$ cat config.mk
export PLATFORM = sky130hd
export DESIGN_NAME = riscv_pipeline
export DESIGN_NICKNAME = d
export VERILOG_FILES = /design/src/hdl/rv_pkg.sv /design/src/hdl/riscv_pipeline.sv /design/src/hdl/writeback_unit.sv /design/src/hdl/execute_unit.sv /design/src/hdl/operand_decode.sv /design/src/hdl/fetch_unit.sv /design/src/hdl/reg_file.sv
export SDC_FILE = /design/constraint.sdc
export NUM_CORES = 2
export LEC_CHECK = 0
export BUFFER_PORTS_ARGS = -buffer_cell sky130_fd_sc_hd__buf_2
export CAP_MARGIN = 20
export CELL_PAD_IN_SITES_DETAIL_PLACEMENT = 1
export CELL_PAD_IN_SITES_GLOBAL_PLACEMENT = 2
export CORE_ASPECT_RATIO = 0.5
export CORE_MARGIN = 2
export CORE_UTILIZATION = 40
export DETAILED_ROUTE_END_ITERATION = 16
export PLACE_DENSITY_LB_ADDON = 0.1
export SYNTH_ARGS = -nofsm -noshare
export SYNTH_HDL_FRONTEND = slang
export SYNTH_SLANG_ARGS = --single-unit
$ cat constraint.sdc
create_clock -name clk -period 11.98 [get_ports clk]
set_input_delay 1.198 -clock clk [delete_from_list [all_inputs] [get_ports clk]]
set_output_delay 1.198 -clock clk [all_outputs]
set_load 0.1 [all_outputs]
$ cat src/hdl/rv_pkg.sv
package rv_pkg;

  // datapath and register index widths
  localparam int xlen = 32;
  localparam int reg_addr_w = 5;

  // major opcodes of the supported instructions
  localparam logic [6:0] opcode_lui = 7'b0110111;
  localparam logic [6:0] opcode_reg_imm = 7'b0010011;
  localparam logic [6:0] opcode_reg_reg = 7'b0110011;
  localparam logic [6:0] opcode_branch = 7'b1100011;

  localparam logic [2:0] funct3_add = 3'b000;
  localparam logic [2:0] funct3_bne = 3'b001;

  // add uses an all-zero funct7, sub and friends do not
  localparam logic [6:0] funct7_base = 7'b0000000;

  // one instruction word, seen as an r-type or as a b-type
  typedef union packed {
    struct packed {
      logic [6:0] funct7;
      logic [4:0] rs2;
      logic [4:0] rs1;
      logic [2:0] funct3;
      logic [4:0] rd;
      logic [6:0] opcode;
    } r_view;
    struct packed {
      logic       imm_12;
      logic [5:0] imm_10_5;
      logic [4:0] rs2;
      logic [4:0] rs1;
      logic [2:0] funct3;
      logic [3:0] imm_4_1;
      logic       imm_11;
      logic [6:0] opcode;
    } b_view;
  } insn_u;

  // what the writeback stage holds in a given cycle
  typedef enum logic [2:0] {
    cycle_reset = 3'd1,
    cycle_no_stall = 3'd2,
    cycle_taken_branch = 3'd4
  } cycle_status_e;

endpackage
$ cat src/hdl/riscv_pipeline.sv
`timescale 1ns/100ps

module riscv_pipeline #(
  parameter logic [rv_pkg::xlen-1:0] reset_pc = '0
) (
  input  logic                          clk,
  input  logic                          rst,
  output logic [rv_pkg::xlen-1:0]       pc_to_imem,
  input  logic [31:0]                   insn_from_imem,
  output logic [rv_pkg::xlen-1:0]       trace_pc,
  output logic [31:0]                   trace_insn,
  output rv_pkg::cycle_status_e         trace_status,
  output logic                          trace_we,
  output logic [rv_pkg::reg_addr_w-1:0] trace_rd,
  output logic [rv_pkg::xlen-1:0]       trace_data
);

  // fetch to decode
  logic [rv_pkg::xlen-1:0]       d_pc;
  logic [31:0]                   d_insn;
  rv_pkg::cycle_status_e         d_status;
  // decode to execute
  logic [rv_pkg::xlen-1:0]       x_pc;
  logic [31:0]                   x_insn;
  logic [rv_pkg::xlen-1:0]       x_a;
  logic [rv_pkg::xlen-1:0]       x_b;
  rv_pkg::cycle_status_e         x_status;
  // branch redirect
  logic                          redirect;
  logic [rv_pkg::xlen-1:0]       redirect_pc;
  // memory to writeback
  logic [rv_pkg::xlen-1:0]       m_pc;
  logic [31:0]                   m_insn;
  logic [rv_pkg::xlen-1:0]       m_result;
  logic                          m_we;
  rv_pkg::cycle_status_e         m_status;
  // register write, also the WD and WX bypass source
  logic                          w_we;
  logic [rv_pkg::reg_addr_w-1:0] w_rd;
  logic [rv_pkg::xlen-1:0]       w_data;

  fetch_unit #(
    .reset_pc (reset_pc)
  ) i_fetch_unit (
    .clk            (clk),
    .rst            (rst),
    .insn_from_imem (insn_from_imem),
    .redirect       (redirect),
    .redirect_pc    (redirect_pc),
    .pc_to_imem     (pc_to_imem),
    .d_pc           (d_pc),
    .d_insn         (d_insn),
    .d_status       (d_status)
  );

  operand_decode i_operand_decode (
    .clk      (clk),
    .rst      (rst),
    .d_pc     (d_pc),
    .d_insn   (d_insn),
    .d_status (d_status),
    .redirect (redirect),
    .w_we     (w_we),
    .w_rd     (w_rd),
    .w_data   (w_data),
    .x_pc     (x_pc),
    .x_insn   (x_insn),
    .x_a      (x_a),
    .x_b      (x_b),
    .x_status (x_status)
  );

  execute_unit i_execute_unit (
    .clk         (clk),
    .rst         (rst),
    .x_pc        (x_pc),
    .x_insn      (x_insn),
    .x_a         (x_a),
    .x_b         (x_b),
    .x_status    (x_status),
    .w_we        (w_we),
    .w_rd        (w_rd),
    .w_data      (w_data),
    .redirect    (redirect),
    .redirect_pc (redirect_pc),
    .m_pc        (m_pc),
    .m_insn      (m_insn),
    .m_result    (m_result),
    .m_we        (m_we),
    .m_status    (m_status)
  );

  writeback_unit i_writeback_unit (
    .clk          (clk),
    .rst          (rst),
    .m_pc         (m_pc),
    .m_insn       (m_insn),
    .m_result     (m_result),
    .m_we         (m_we),
    .m_status     (m_status),
    .w_we         (w_we),
    .w_rd         (w_rd),
    .w_data       (w_data),
    .trace_pc     (trace_pc),
    .trace_insn   (trace_insn),
    .trace_status (trace_status),
    .trace_we     (trace_we),
    .trace_rd     (trace_rd),
    .trace_data   (trace_data)
  );

endmodule

$ cat src/hdl/writeback_unit.sv
`timescale 1ns/100ps

module writeback_unit (
  input  logic                          clk,
  input  logic                          rst,
  input  logic [rv_pkg::xlen-1:0]       m_pc,
  input  logic [31:0]                   m_insn,
  input  logic [rv_pkg::xlen-1:0]       m_result,
  input  logic                          m_we,
  input  rv_pkg::cycle_status_e         m_status,
  output logic                          w_we,
  output logic [rv_pkg::reg_addr_w-1:0] w_rd,
  output logic [rv_pkg::xlen-1:0]       w_data,
  output logic [rv_pkg::xlen-1:0]       trace_pc,
  output logic [31:0]                   trace_insn,
  output rv_pkg::cycle_status_e         trace_status,
  output logic                          trace_we,
  output logic [rv_pkg::reg_addr_w-1:0] trace_rd,
  output logic [rv_pkg::xlen-1:0]       trace_data
);

  rv_pkg::insn_u           w_word;
  logic [rv_pkg::xlen-1:0] w_pc;
  rv_pkg::cycle_status_e   w_status;

  // writeback register
  always_ff @(posedge clk) begin
    if (rst) begin
      w_pc <= '0;
      w_word <= '0;
      w_data <= '0;
      w_we <= 1'b0;
      w_status <= rv_pkg::cycle_reset;
    end else begin
      w_pc <= m_pc;
      w_word <= m_insn;
      w_data <= m_result;
      w_we <= m_we;
      w_status <= m_status;
    end
  end

  assign w_rd = w_word.r_view.rd;

  // trace shows the retiring instruction and its register write
  assign trace_pc = w_pc;
  assign trace_insn = w_word;
  assign trace_status = w_status;
  assign trace_we = w_we;
  assign trace_rd = w_rd;
  assign trace_data = w_data;

endmodule

$ cat src/hdl/execute_unit.sv
`timescale 1ns/100ps

module execute_unit (
  input  logic                          clk,
  input  logic                          rst,
  input  logic [rv_pkg::xlen-1:0]       x_pc,
  input  logic [31:0]                   x_insn,
  input  logic [rv_pkg::xlen-1:0]       x_a,
  input  logic [rv_pkg::xlen-1:0]       x_b,
  input  rv_pkg::cycle_status_e         x_status,
  input  logic                          w_we,
  input  logic [rv_pkg::reg_addr_w-1:0] w_rd,
  input  logic [rv_pkg::xlen-1:0]       w_data,
  output logic                          redirect,
  output logic [rv_pkg::xlen-1:0]       redirect_pc,
  output logic [rv_pkg::xlen-1:0]       m_pc,
  output logic [31:0]                   m_insn,
  output logic [rv_pkg::xlen-1:0]       m_result,
  output logic                          m_we,
  output rv_pkg::cycle_status_e         m_status
);

  rv_pkg::insn_u                   x_word;
  rv_pkg::insn_u                   m_word;
  logic [rv_pkg::reg_addr_w-1:0]   m_rd;
  logic [rv_pkg::xlen-1:0]         op_a;
  logic [rv_pkg::xlen-1:0]         op_b;
  logic [rv_pkg::xlen-1:0]         imm_i;
  logic [rv_pkg::xlen-1:0]         imm_b;
  logic                            is_lui;
  logic                            is_addi;
  logic                            is_add;
  logic                            is_bne;
  logic [rv_pkg::xlen-1:0]         result;
  logic                            we;

  assign x_word = x_insn;
  assign m_word = m_insn;
  assign m_rd = m_word.r_view.rd;

  // operand select, writeback first, then memory, then the decode value
  function automatic logic [rv_pkg::xlen-1:0] bypass(
    input logic [rv_pkg::reg_addr_w-1:0] rs,
    input logic [rv_pkg::xlen-1:0]       value
  );
    logic [rv_pkg::xlen-1:0] sel;
    sel = value;
    if (w_we && w_rd != '0 && w_rd == rs) begin
      sel = w_data;
    end else if (m_we && m_rd != '0 && m_rd == rs) begin
      sel = m_result;
    end
    return sel;
  endfunction

  always_comb begin
    op_a = bypass(x_word.r_view.rs1, x_a);
    op_b = bypass(x_word.r_view.rs2, x_b);
  end

  // i-type immediate sits where funct7 and rs2 are in the r-type view
  assign imm_i = {{(rv_pkg::xlen - 12){x_word.r_view.funct7[6]}},
                  x_word.r_view.funct7, x_word.r_view.rs2};
  assign imm_b = {{(rv_pkg::xlen - 13){x_word.b_view.imm_12}}, x_word.b_view.imm_12,
                  x_word.b_view.imm_11, x_word.b_view.imm_10_5, x_word.b_view.imm_4_1, 1'b0};

  assign is_lui = x_word.r_view.opcode == rv_pkg::opcode_lui;
  assign is_addi = x_word.r_view.opcode == rv_pkg::opcode_reg_imm &&
                   x_word.r_view.funct3 == rv_pkg::funct3_add;
  assign is_add = x_word.r_view.opcode == rv_pkg::opcode_reg_reg &&
                  x_word.r_view.funct3 == rv_pkg::funct3_add &&
                  x_word.r_view.funct7 == rv_pkg::funct7_base;
  assign is_bne = x_word.b_view.opcode == rv_pkg::opcode_branch &&
                  x_word.b_view.funct3 == rv_pkg::funct3_bne;

  // small alu, anything else leaves a zero result
  always_comb begin
    result = '0;
    if (is_lui) begin
      result = {x_insn[31:12], 12'd0};
    end else if (is_addi) begin
      result = op_a + imm_i;
    end else if (is_add) begin
      result = op_a + op_b;
    end
  end

  // only the three arithmetic ops write, and never to x0
  assign we = (is_lui || is_addi || is_add) && x_word.r_view.rd != '0;

  // bne resolves here, fetch and decode react on the next edge
  assign redirect = is_bne && (op_a != op_b);
  assign redirect_pc = x_pc + imm_b;

  // memory stage register
  always_ff @(posedge clk) begin
    if (rst) begin
      m_pc <= '0;
      m_insn <= '0;
      m_result <= '0;
      m_we <= 1'b0;
      m_status <= rv_pkg::cycle_reset;
    end else begin
      m_pc <= x_pc;
      m_insn <= x_insn;
      m_result <= result;
      m_we <= we;
      m_status <= x_status;
    end
  end

endmodule

$ cat src/hdl/operand_decode.sv
`timescale 1ns/100ps

module operand_decode (
  input  logic                          clk,
  input  logic                          rst,
  input  logic [rv_pkg::xlen-1:0]       d_pc,
  input  logic [31:0]                   d_insn,
  input  rv_pkg::cycle_status_e         d_status,
  input  logic                          redirect,
  input  logic                          w_we,
  input  logic [rv_pkg::reg_addr_w-1:0] w_rd,
  input  logic [rv_pkg::xlen-1:0]       w_data,
  output logic [rv_pkg::xlen-1:0]       x_pc,
  output logic [31:0]                   x_insn,
  output logic [rv_pkg::xlen-1:0]       x_a,
  output logic [rv_pkg::xlen-1:0]       x_b,
  output rv_pkg::cycle_status_e         x_status
);

  rv_pkg::insn_u           d_word;
  logic [rv_pkg::xlen-1:0] rs1_data;
  logic [rv_pkg::xlen-1:0] rs2_data;
  logic [rv_pkg::xlen-1:0] a_val;
  logic [rv_pkg::xlen-1:0] b_val;

  assign d_word = d_insn;

  reg_file i_reg_file (
    .clk      (clk),
    .rst      (rst),
    .rs1      (d_word.r_view.rs1),
    .rs2      (d_word.r_view.rs2),
    .rs1_data (rs1_data),
    .rs2_data (rs2_data),
    .we       (w_we),
    .rd       (w_rd),
    .rd_data  (w_data)
  );

  // WD bypass since the file is only written at the end of this cycle
  always_comb begin
    a_val = rs1_data;
    b_val = rs2_data;
    if (w_we && w_rd != '0 && w_rd == d_word.r_view.rs1) begin
      a_val = w_data;
    end
    if (w_we && w_rd != '0 && w_rd == d_word.r_view.rs2) begin
      b_val = w_data;
    end
  end

  // execute stage register
  always_ff @(posedge clk) begin
    if (rst) begin
      x_pc <= '0;
      x_insn <= '0;
      x_a <= '0;
      x_b <= '0;
      x_status <= rv_pkg::cycle_reset;
    end else if (redirect) begin
      // the instruction in decode is on the wrong path
      x_pc <= '0;
      x_insn <= '0;
      x_a <= '0;
      x_b <= '0;
      x_status <= rv_pkg::cycle_taken_branch;
    end else begin
      x_pc <= d_pc;
      x_insn <= d_insn;
      x_a <= a_val;
      x_b <= b_val;
      x_status <= d_status;
    end
  end

endmodule

$ cat src/hdl/fetch_unit.sv
`timescale 1ns/100ps

module fetch_unit #(
  parameter logic [rv_pkg::xlen-1:0] reset_pc = '0
) (
  input  logic                      clk,
  input  logic                      rst,
  input  logic [31:0]               insn_from_imem,
  input  logic                      redirect,
  input  logic [rv_pkg::xlen-1:0]   redirect_pc,
  output logic [rv_pkg::xlen-1:0]   pc_to_imem,
  output logic [rv_pkg::xlen-1:0]   d_pc,
  output logic [31:0]               d_insn,
  output rv_pkg::cycle_status_e     d_status
);

  logic [rv_pkg::xlen-1:0] pc;

  // sequential pc, a taken bne in execute wins
  always_ff @(posedge clk) begin
    if (rst) begin
      pc <= reset_pc;
    end else if (redirect) begin
      pc <= redirect_pc;
    end else begin
      pc <= pc + rv_pkg::xlen'(4);
    end
  end

  // imem answers within the same cycle
  assign pc_to_imem = pc;

  // decode stage register, the word being fetched is dropped on a redirect
  always_ff @(posedge clk) begin
    if (rst) begin
      d_pc <= '0;
      d_insn <= '0;
      d_status <= rv_pkg::cycle_reset;
    end else if (redirect) begin
      d_pc <= '0;
      d_insn <= '0;
      d_status <= rv_pkg::cycle_taken_branch;
    end else begin
      d_pc <= pc;
      d_insn <= insn_from_imem;
      d_status <= rv_pkg::cycle_no_stall;
    end
  end

endmodule

$ cat src/hdl/reg_file.sv
`timescale 1ns/100ps

module reg_file (
  input  logic                          clk,
  input  logic                          rst,
  input  logic [rv_pkg::reg_addr_w-1:0] rs1,
  input  logic [rv_pkg::reg_addr_w-1:0] rs2,
  output logic [rv_pkg::xlen-1:0]       rs1_data,
  output logic [rv_pkg::xlen-1:0]       rs2_data,
  input  logic                          we,
  input  logic [rv_pkg::reg_addr_w-1:0] rd,
  input  logic [rv_pkg::xlen-1:0]       rd_data
);

  localparam int num_regs = 2 ** rv_pkg::reg_addr_w;

  // x0 has no storage
  logic [rv_pkg::xlen-1:0] regs [1:num_regs-1];

  always_ff @(posedge clk) begin
    if (rst) begin
      for (int i = 1; i < num_regs; i++) begin
        regs[i] <= '0;
      end
    end else if (we && rd != '0) begin
      regs[rd] <= rd_data;
    end
  end

  // x0 reads as zero on both asynchronous read ports
  assign rs1_data = (rs1 == '0) ? '0 : regs[rs1];
  assign rs2_data = (rs2 == '0) ? '0 : regs[rs2];

endmodule

# After elaboration in Yosys (flattened, before gate mapping)
# Memories as Yosys holds them, arrays and structs flattened. A register that Yosys moved wholly into a read port is not among the register bits.
# Index checks and enable logic that the tools add are counted.
# op_classes
reduce_logical	26
mux	24
addsub	4
n_eq_ne	12
# ops
cell	count
two-way mux 32 bit	13
adder 32 bit	3
adder 32 x 3 -> 32 bit (second input constant)	1
!= test 32 bit	1
OR reduction 32 bit	1
equality test 5 bit	6
two-way mux 5 bit	3
nonzero test 5 bit	3
equality test 7 x 6 -> 1 bit (second input constant)	2
logical AND 1 bit	14
logical NOT 5 bit	2
equality test 7 x 5 -> 1 bit (second input constant)	1
equality test 7 bit (second input constant)	1
logical NOT 7 bit	1
two-way mux 1 bit	6
two-way mux 3 bit	2
OR reduction 2 bit	2
equality test 3 x 1 -> 1 bit (second input constant)	1
logical NOT 3 bit	1
logical OR 1 bit	2
# totals
ram_bits	992
output_inout_bits	137
ff_bits	430
memories	1
wordCells	88
# mem_list
memory	words	width	read_ports	rd_ports_with_merged_regs	wr	line	rtl
i_operand_decode.i_reg_file.regs	31	32	2	2	31	reg_file.sv:18	logic [rv_pkg::xlen-1:0] regs [1:num_regs-1];

# Longest topological paths before layout
# logic_depth
ltp_word	9
depth_mapped	19
ltp_nobuf	16

# Modules after synthesis
# Synthesis repeated with hierarchy kept, for this count alone.
# hier_totals
hier_cells	5945
hier_area_um2	74726.7
# by_module_without_submodules
mod	cells_each	instances	area_per_inst_um2
reg_file	3765	1	54631.1
execute_unit	1170	1	9197.6
operand_decode	401	1	4349.2
fetch_unit	355	1	3537.1
writeback_unit	254	1	3011.6

# Worst setup path before layout
# No wires, ideal clock.
# synth_timing
path_kind	reg-to-reg
from	reg i_writeback_unit.w_word (netlist bit i_writeback_unit.trace_insn[7])
to	reg i_execute_unit.m_result[24] (netlist bit)
n_path_buf	2
stages_incl_launch_ff	18
setup_ps	132
slack_ps	6559
t_arrival_ps	5289
path_cell_list	dfxtp_1 buf_2 xnor2_1 nand3_1 nor3_1 clkbuf_1 o21ai_0 ha_1 fa_1 a211oi_1 o21ai_0 a31o_2 a2111oi_0 o211ai_1 a221oi_1 xnor2_1 a22oi_1 a21oi_1
# synth_via
elab_chain_len	8
word_cells_on_any_way	13
classes_between	add/sub (2); eq/ne (2); mux (5); reduce/logical (4)
# synth_rtl
element	line	rtl
start, declared	writeback_unit.sv:22	rv_pkg::insn_u w_word;
start signal, assigned	writeback_unit.sv:36	w_word <= m_insn;
nonzero test 5 bit	execute_unit.sv:48	if (w_we && w_rd != '0 && w_rd == rs) begin
logical AND 1 bit (2 in series)	execute_unit.sv:48	
two-way mux 32 bit	execute_unit.sv:48	
adder 32 bit	execute_unit.sv:84	result = op_a + op_b;
two-way mux 32 bit	execute_unit.sv:83	end else if (is_add) begin
two-way mux 32 bit *	execute_unit.sv:81	end else if (is_addi) begin
two-way mux 32 bit *	execute_unit.sv:79	if (is_lui) begin
end signal, assigned	execute_unit.sv:106	m_result <= result;
end, declared	execute_unit.sv:18	output logic [rv_pkg::xlen-1:0] m_result,
# Every way passes the cells marked *; elsewhere a longest branch is shown, timed or not.
# A chain may end at the register's enable or synchronous reset.

# Final worst setup path
# layout_timing
from	reg i_writeback_unit.w_word (netlist bit i_writeback_unit.trace_insn[9])
to	reg i_fetch_unit.d_insn[27]
# layout_via
elab_chain_len	7
word_cells_on_any_way	11
classes_between	eq/ne (3); mux (2); reduce/logical (6)
# layout_rtl
element	line	rtl
nonzero test 5 bit	execute_unit.sv:48	
logical AND 1 bit (2 in series)	execute_unit.sv:48	
two-way mux 32 bit	execute_unit.sv:48	
!= test 32 bit *	execute_unit.sv:92	assign redirect = is_bne && (op_a != op_b);
logical AND 1 bit *	execute_unit.sv:92	
OR reduction 2 bit (no line) *	n/a	
end signal, assigned	fetch_unit.sv:45	d_insn <= insn_from_imem;
end, declared	fetch_unit.sv:13	output logic [31:0] d_insn,
# Marks and branches as above.

==> reports/results.ini <==
[status]
status = complete, no violations

[worst_setup_path]
start_kind = flop
cpPeakStageDelay_ns = 0.66
slowest_stage = o21ai_0
r2r_start = i_writeback_unit.trace_insn[9]$_SDFF_PP0_
path_class = flop to flop
critPathCaptureType = flop
crit_required_ns = 12.71
crit_family = simple AND/OR/NAND/NOR gates
cp_max_fo = 84
worstPathArrival_ns = 6.55
path_buf_inv = 3
crit_start = i_writeback_unit.trace_insn[9]$_SDFF_PP0_
worstPathCellList = or3_4 -> o31ai_4 -> nor3_2 -> buf_4 -> o21ai_0 -> ha_1 -> nor4_1 -> nand4_1 -> nor2_1 -> a2111oi_4 -> or2_4 -> inv_4 -> buf_4 -> and2_1
cpMostUsedCell = buf_4

[cts]
h-tree-depth = 4
ctsHoldBuffers = 0
clockBufferDepth = 4
clkLatencyLatePin_ns = 0.83
cts_buffers = 152
clk_pin_slew_ns = 0.07
clkSinkCount = 1454
cts_tree = built
cts_setup_buffers = 0
cts_root_buf = clkbuf_16
cts.repair.resized = 0

[sta]
slew_headroom_pct = 17.93
fin_skew_ns = 0.05933
finalCritPeriodShare_pct = 48.59
worst_slew_pin_slew_ns = 1.231
setup_slack_ns = 6.158
fin_tns_setup_ns = 0
setup_viol = 0
hold_viol = 0
final_max_slew_viol_count = 0
timing.fmax_ghz = 0.1718
period_needed_ns = 5.822
rsz0062_at_grt = no
fin_hold_ws_ns = 0.3955

[pwr]
power_density_mw_per_mm2 = 140.1
total_leakage_power_nw = 29.42
p_switching_mw = 3.007
comb_power_share_pct = 10.9
intPower_mw = 8.478
peakVddDrop_mv = 0.09171
switching_share_pct = 26.18
seq_power_share_pct = 49.1
p_total_mw = 11.48
pwr-share-clk_pct = 40.0

[place]
port_buffers = 170
placed_cells = 7924
routabilityCongestion = 0.8696
placed_area_sq_mm = 0.07739
place_ws_ns = 6.100
hpwl_microns = 173800

[die]
dieWidth_microns = 611.1
die_h_microns = 307.6
start_util_pct = 40.24
fp.dieArea_sq_mm = 0.1880
io-pin-count = 171
core-area_sq_mm = 0.1832
num_rows = 111

[drt]
viasPerCell = 6.111
wire_per_inst_microns = 34.79
ant_nets = 0
drt_wl_total_microns = 285200
route.detailed.drc = 0
num_vias = 50100
drt_iter0_drc = 6329
dr.pass1.iters = 5

[cells_and_area]
layoutNonFillerInstCount = 8198
layout_common_cells = and2_1 (1123), edfxtp_1 (1024), mux4_2 (530)
area_growth_pct = 11.20
nNetsFinal = 5783
drive_gt1_share_pct = 20.59
final.fill_count = 18410
final_area_sq_mm = 0.08197
final_core_util_pct = 44.75
final_common_cell = and2_1

[logic_synthesis]
syn_inst = 5636
synth.distinct_cells = 74
ys_seq_elements = 1454
async_flop_share_pct = 0
yosysSeqAreaShare_pct = 53.39
synth_edf_count = 1024
syn_area_sq_mm = 0.07372
avgSynthCellArea_sq_um = 13.08
yosys_warnings = 0
synth_flop_cell = edfxtp_1

[min_path]
min_from = i_fetch_unit.d_pc[9]$_SDFF_PP0_
hp-class = flop to flop

[global_route]
grt_use_met3_pct = 10.57
antenna_found_initial = 37
grt_pass1_wl_microns = 396400
grt_usage_pct = 30.22
grt_pass1_vias = 51740
busiest_layer = met2
grt_max_degree = 93
use_met1_pct = 43.01
gr-total-overflow = 0
global_route.usage.met2_pct = 43.73

[flow_run]
cap_violations = 0

## metal layers
layer | up-vias | part of all wire, %
li1 | 20860 | -
met3 | 363 | 12
met4 | 8 | 2.7
met1 | 26360 | 43
met2 | 2513 | 42
met5 | - | 0.017
## power groups by stage
stage	registers (mW)	logic (mW)	clock network, mW
6_report	5.64	1.26	4.59
5_1_grt	5.65	1.31	4.86
4_1_cts	5.64	1.23	4.66
3_5_place_dp	5.74	1.23	0
3_3_place_gp	5.73	1.22	0
2_1_floorplan	5.70	0.746	0
## final cells by class
cell class | count | area, sq um | share of cell area [%]
Tap cell | 2429 | 3039 | 3.707
Timing Repair Buffer | 324 | 2096 | 2.557
Multi-Input combinational cell | 3690 | 32770 | 39.97
Antenna cell | 15 | 37.54 | 0.04579
Inverter | 31 | 123.9 | 0.1511
Sequential cell | 1454 | 39390 | 48.06
Clock buffer | 197 | 4106 | 5.009
Clock inverter | 58 | 410.4 | 0.5006
## path summary, 6_finish.rpt
| path | end | slack, ns | cells past startpoint |
|---|---|---|---|
| worst min-delay path | i_operand_decode.x_pc[9]$_SDFF_PP0_ | 0.40 | 1 |
| worst max register to register | i_fetch_unit.d_insn[27]$_SDFF_PP0_ | 6.16 | 14 |
| worst max-delay path | i_fetch_unit.d_insn[27]$_SDFF_PP0_ | 6.16 | 14 |
| worst min register to register | i_operand_decode.x_pc[9]$_SDFF_PP0_ | 0.40 | 1 |
## cell families (layout without fill, tap and decap cells)
family                     count (synthesis)  in the layout  share of synthesized area (%)
muxes                                    750            750                          19.21
other                                      1             47                       0.005087
DFF                                     1454           1454                          53.39
adders and majority gates                 96             96                          1.660
AOI/OAI and AO/OA                        673            673                          5.971
and+or+nand+nor                         2004           2004                          15.35
xor gates and xnor gates                 135            135                          1.614
buffers and inverters                    523            610                          2.807
## sequential cells by signal, summed over array words and instances, names as in the netlist, 32 cells and up
register	flops
i_writeback_unit.trace_data	32
i_execute_unit.m_pc	32
i_execute_unit.m_result	32
i_execute_unit.m_insn	32
i_writeback_unit.trace_insn	32
i_fetch_unit.d_insn	32
i_operand_decode.x_a	32
i_fetch_unit.d_pc	32
i_fetch_unit.pc_to_imem	32
i_operand_decode.i_reg_file.regs	1024
i_writeback_unit.trace_pc	32
i_operand_decode.x_pc	32
i_operand_decode.x_b	32
i_operand_decode.x_insn	32
## cells in the mapped netlist (45+ instances only)
master       n  area (sq um)
and2_1    1123          7025
edfxtp_1  1024         30750
mux4_2     530         11940
dfxtp_1    430          8608
clkbuf_1   371          1393
nor2_1     262         983.4
nand2_1    210         788.3
mux2i_1    203          2032
a21oi_1    184         920.9
nor2b_1    180          1126
o21ai_0    151         755.7
ha_1        93          1164
xnor2_1     89         779.5
buf_1       69         259.0
nand3_1     61         305.3
a22oi_1     54         405.4
xor2_1      45         394.1
Power figures use the tool's default switching activity.
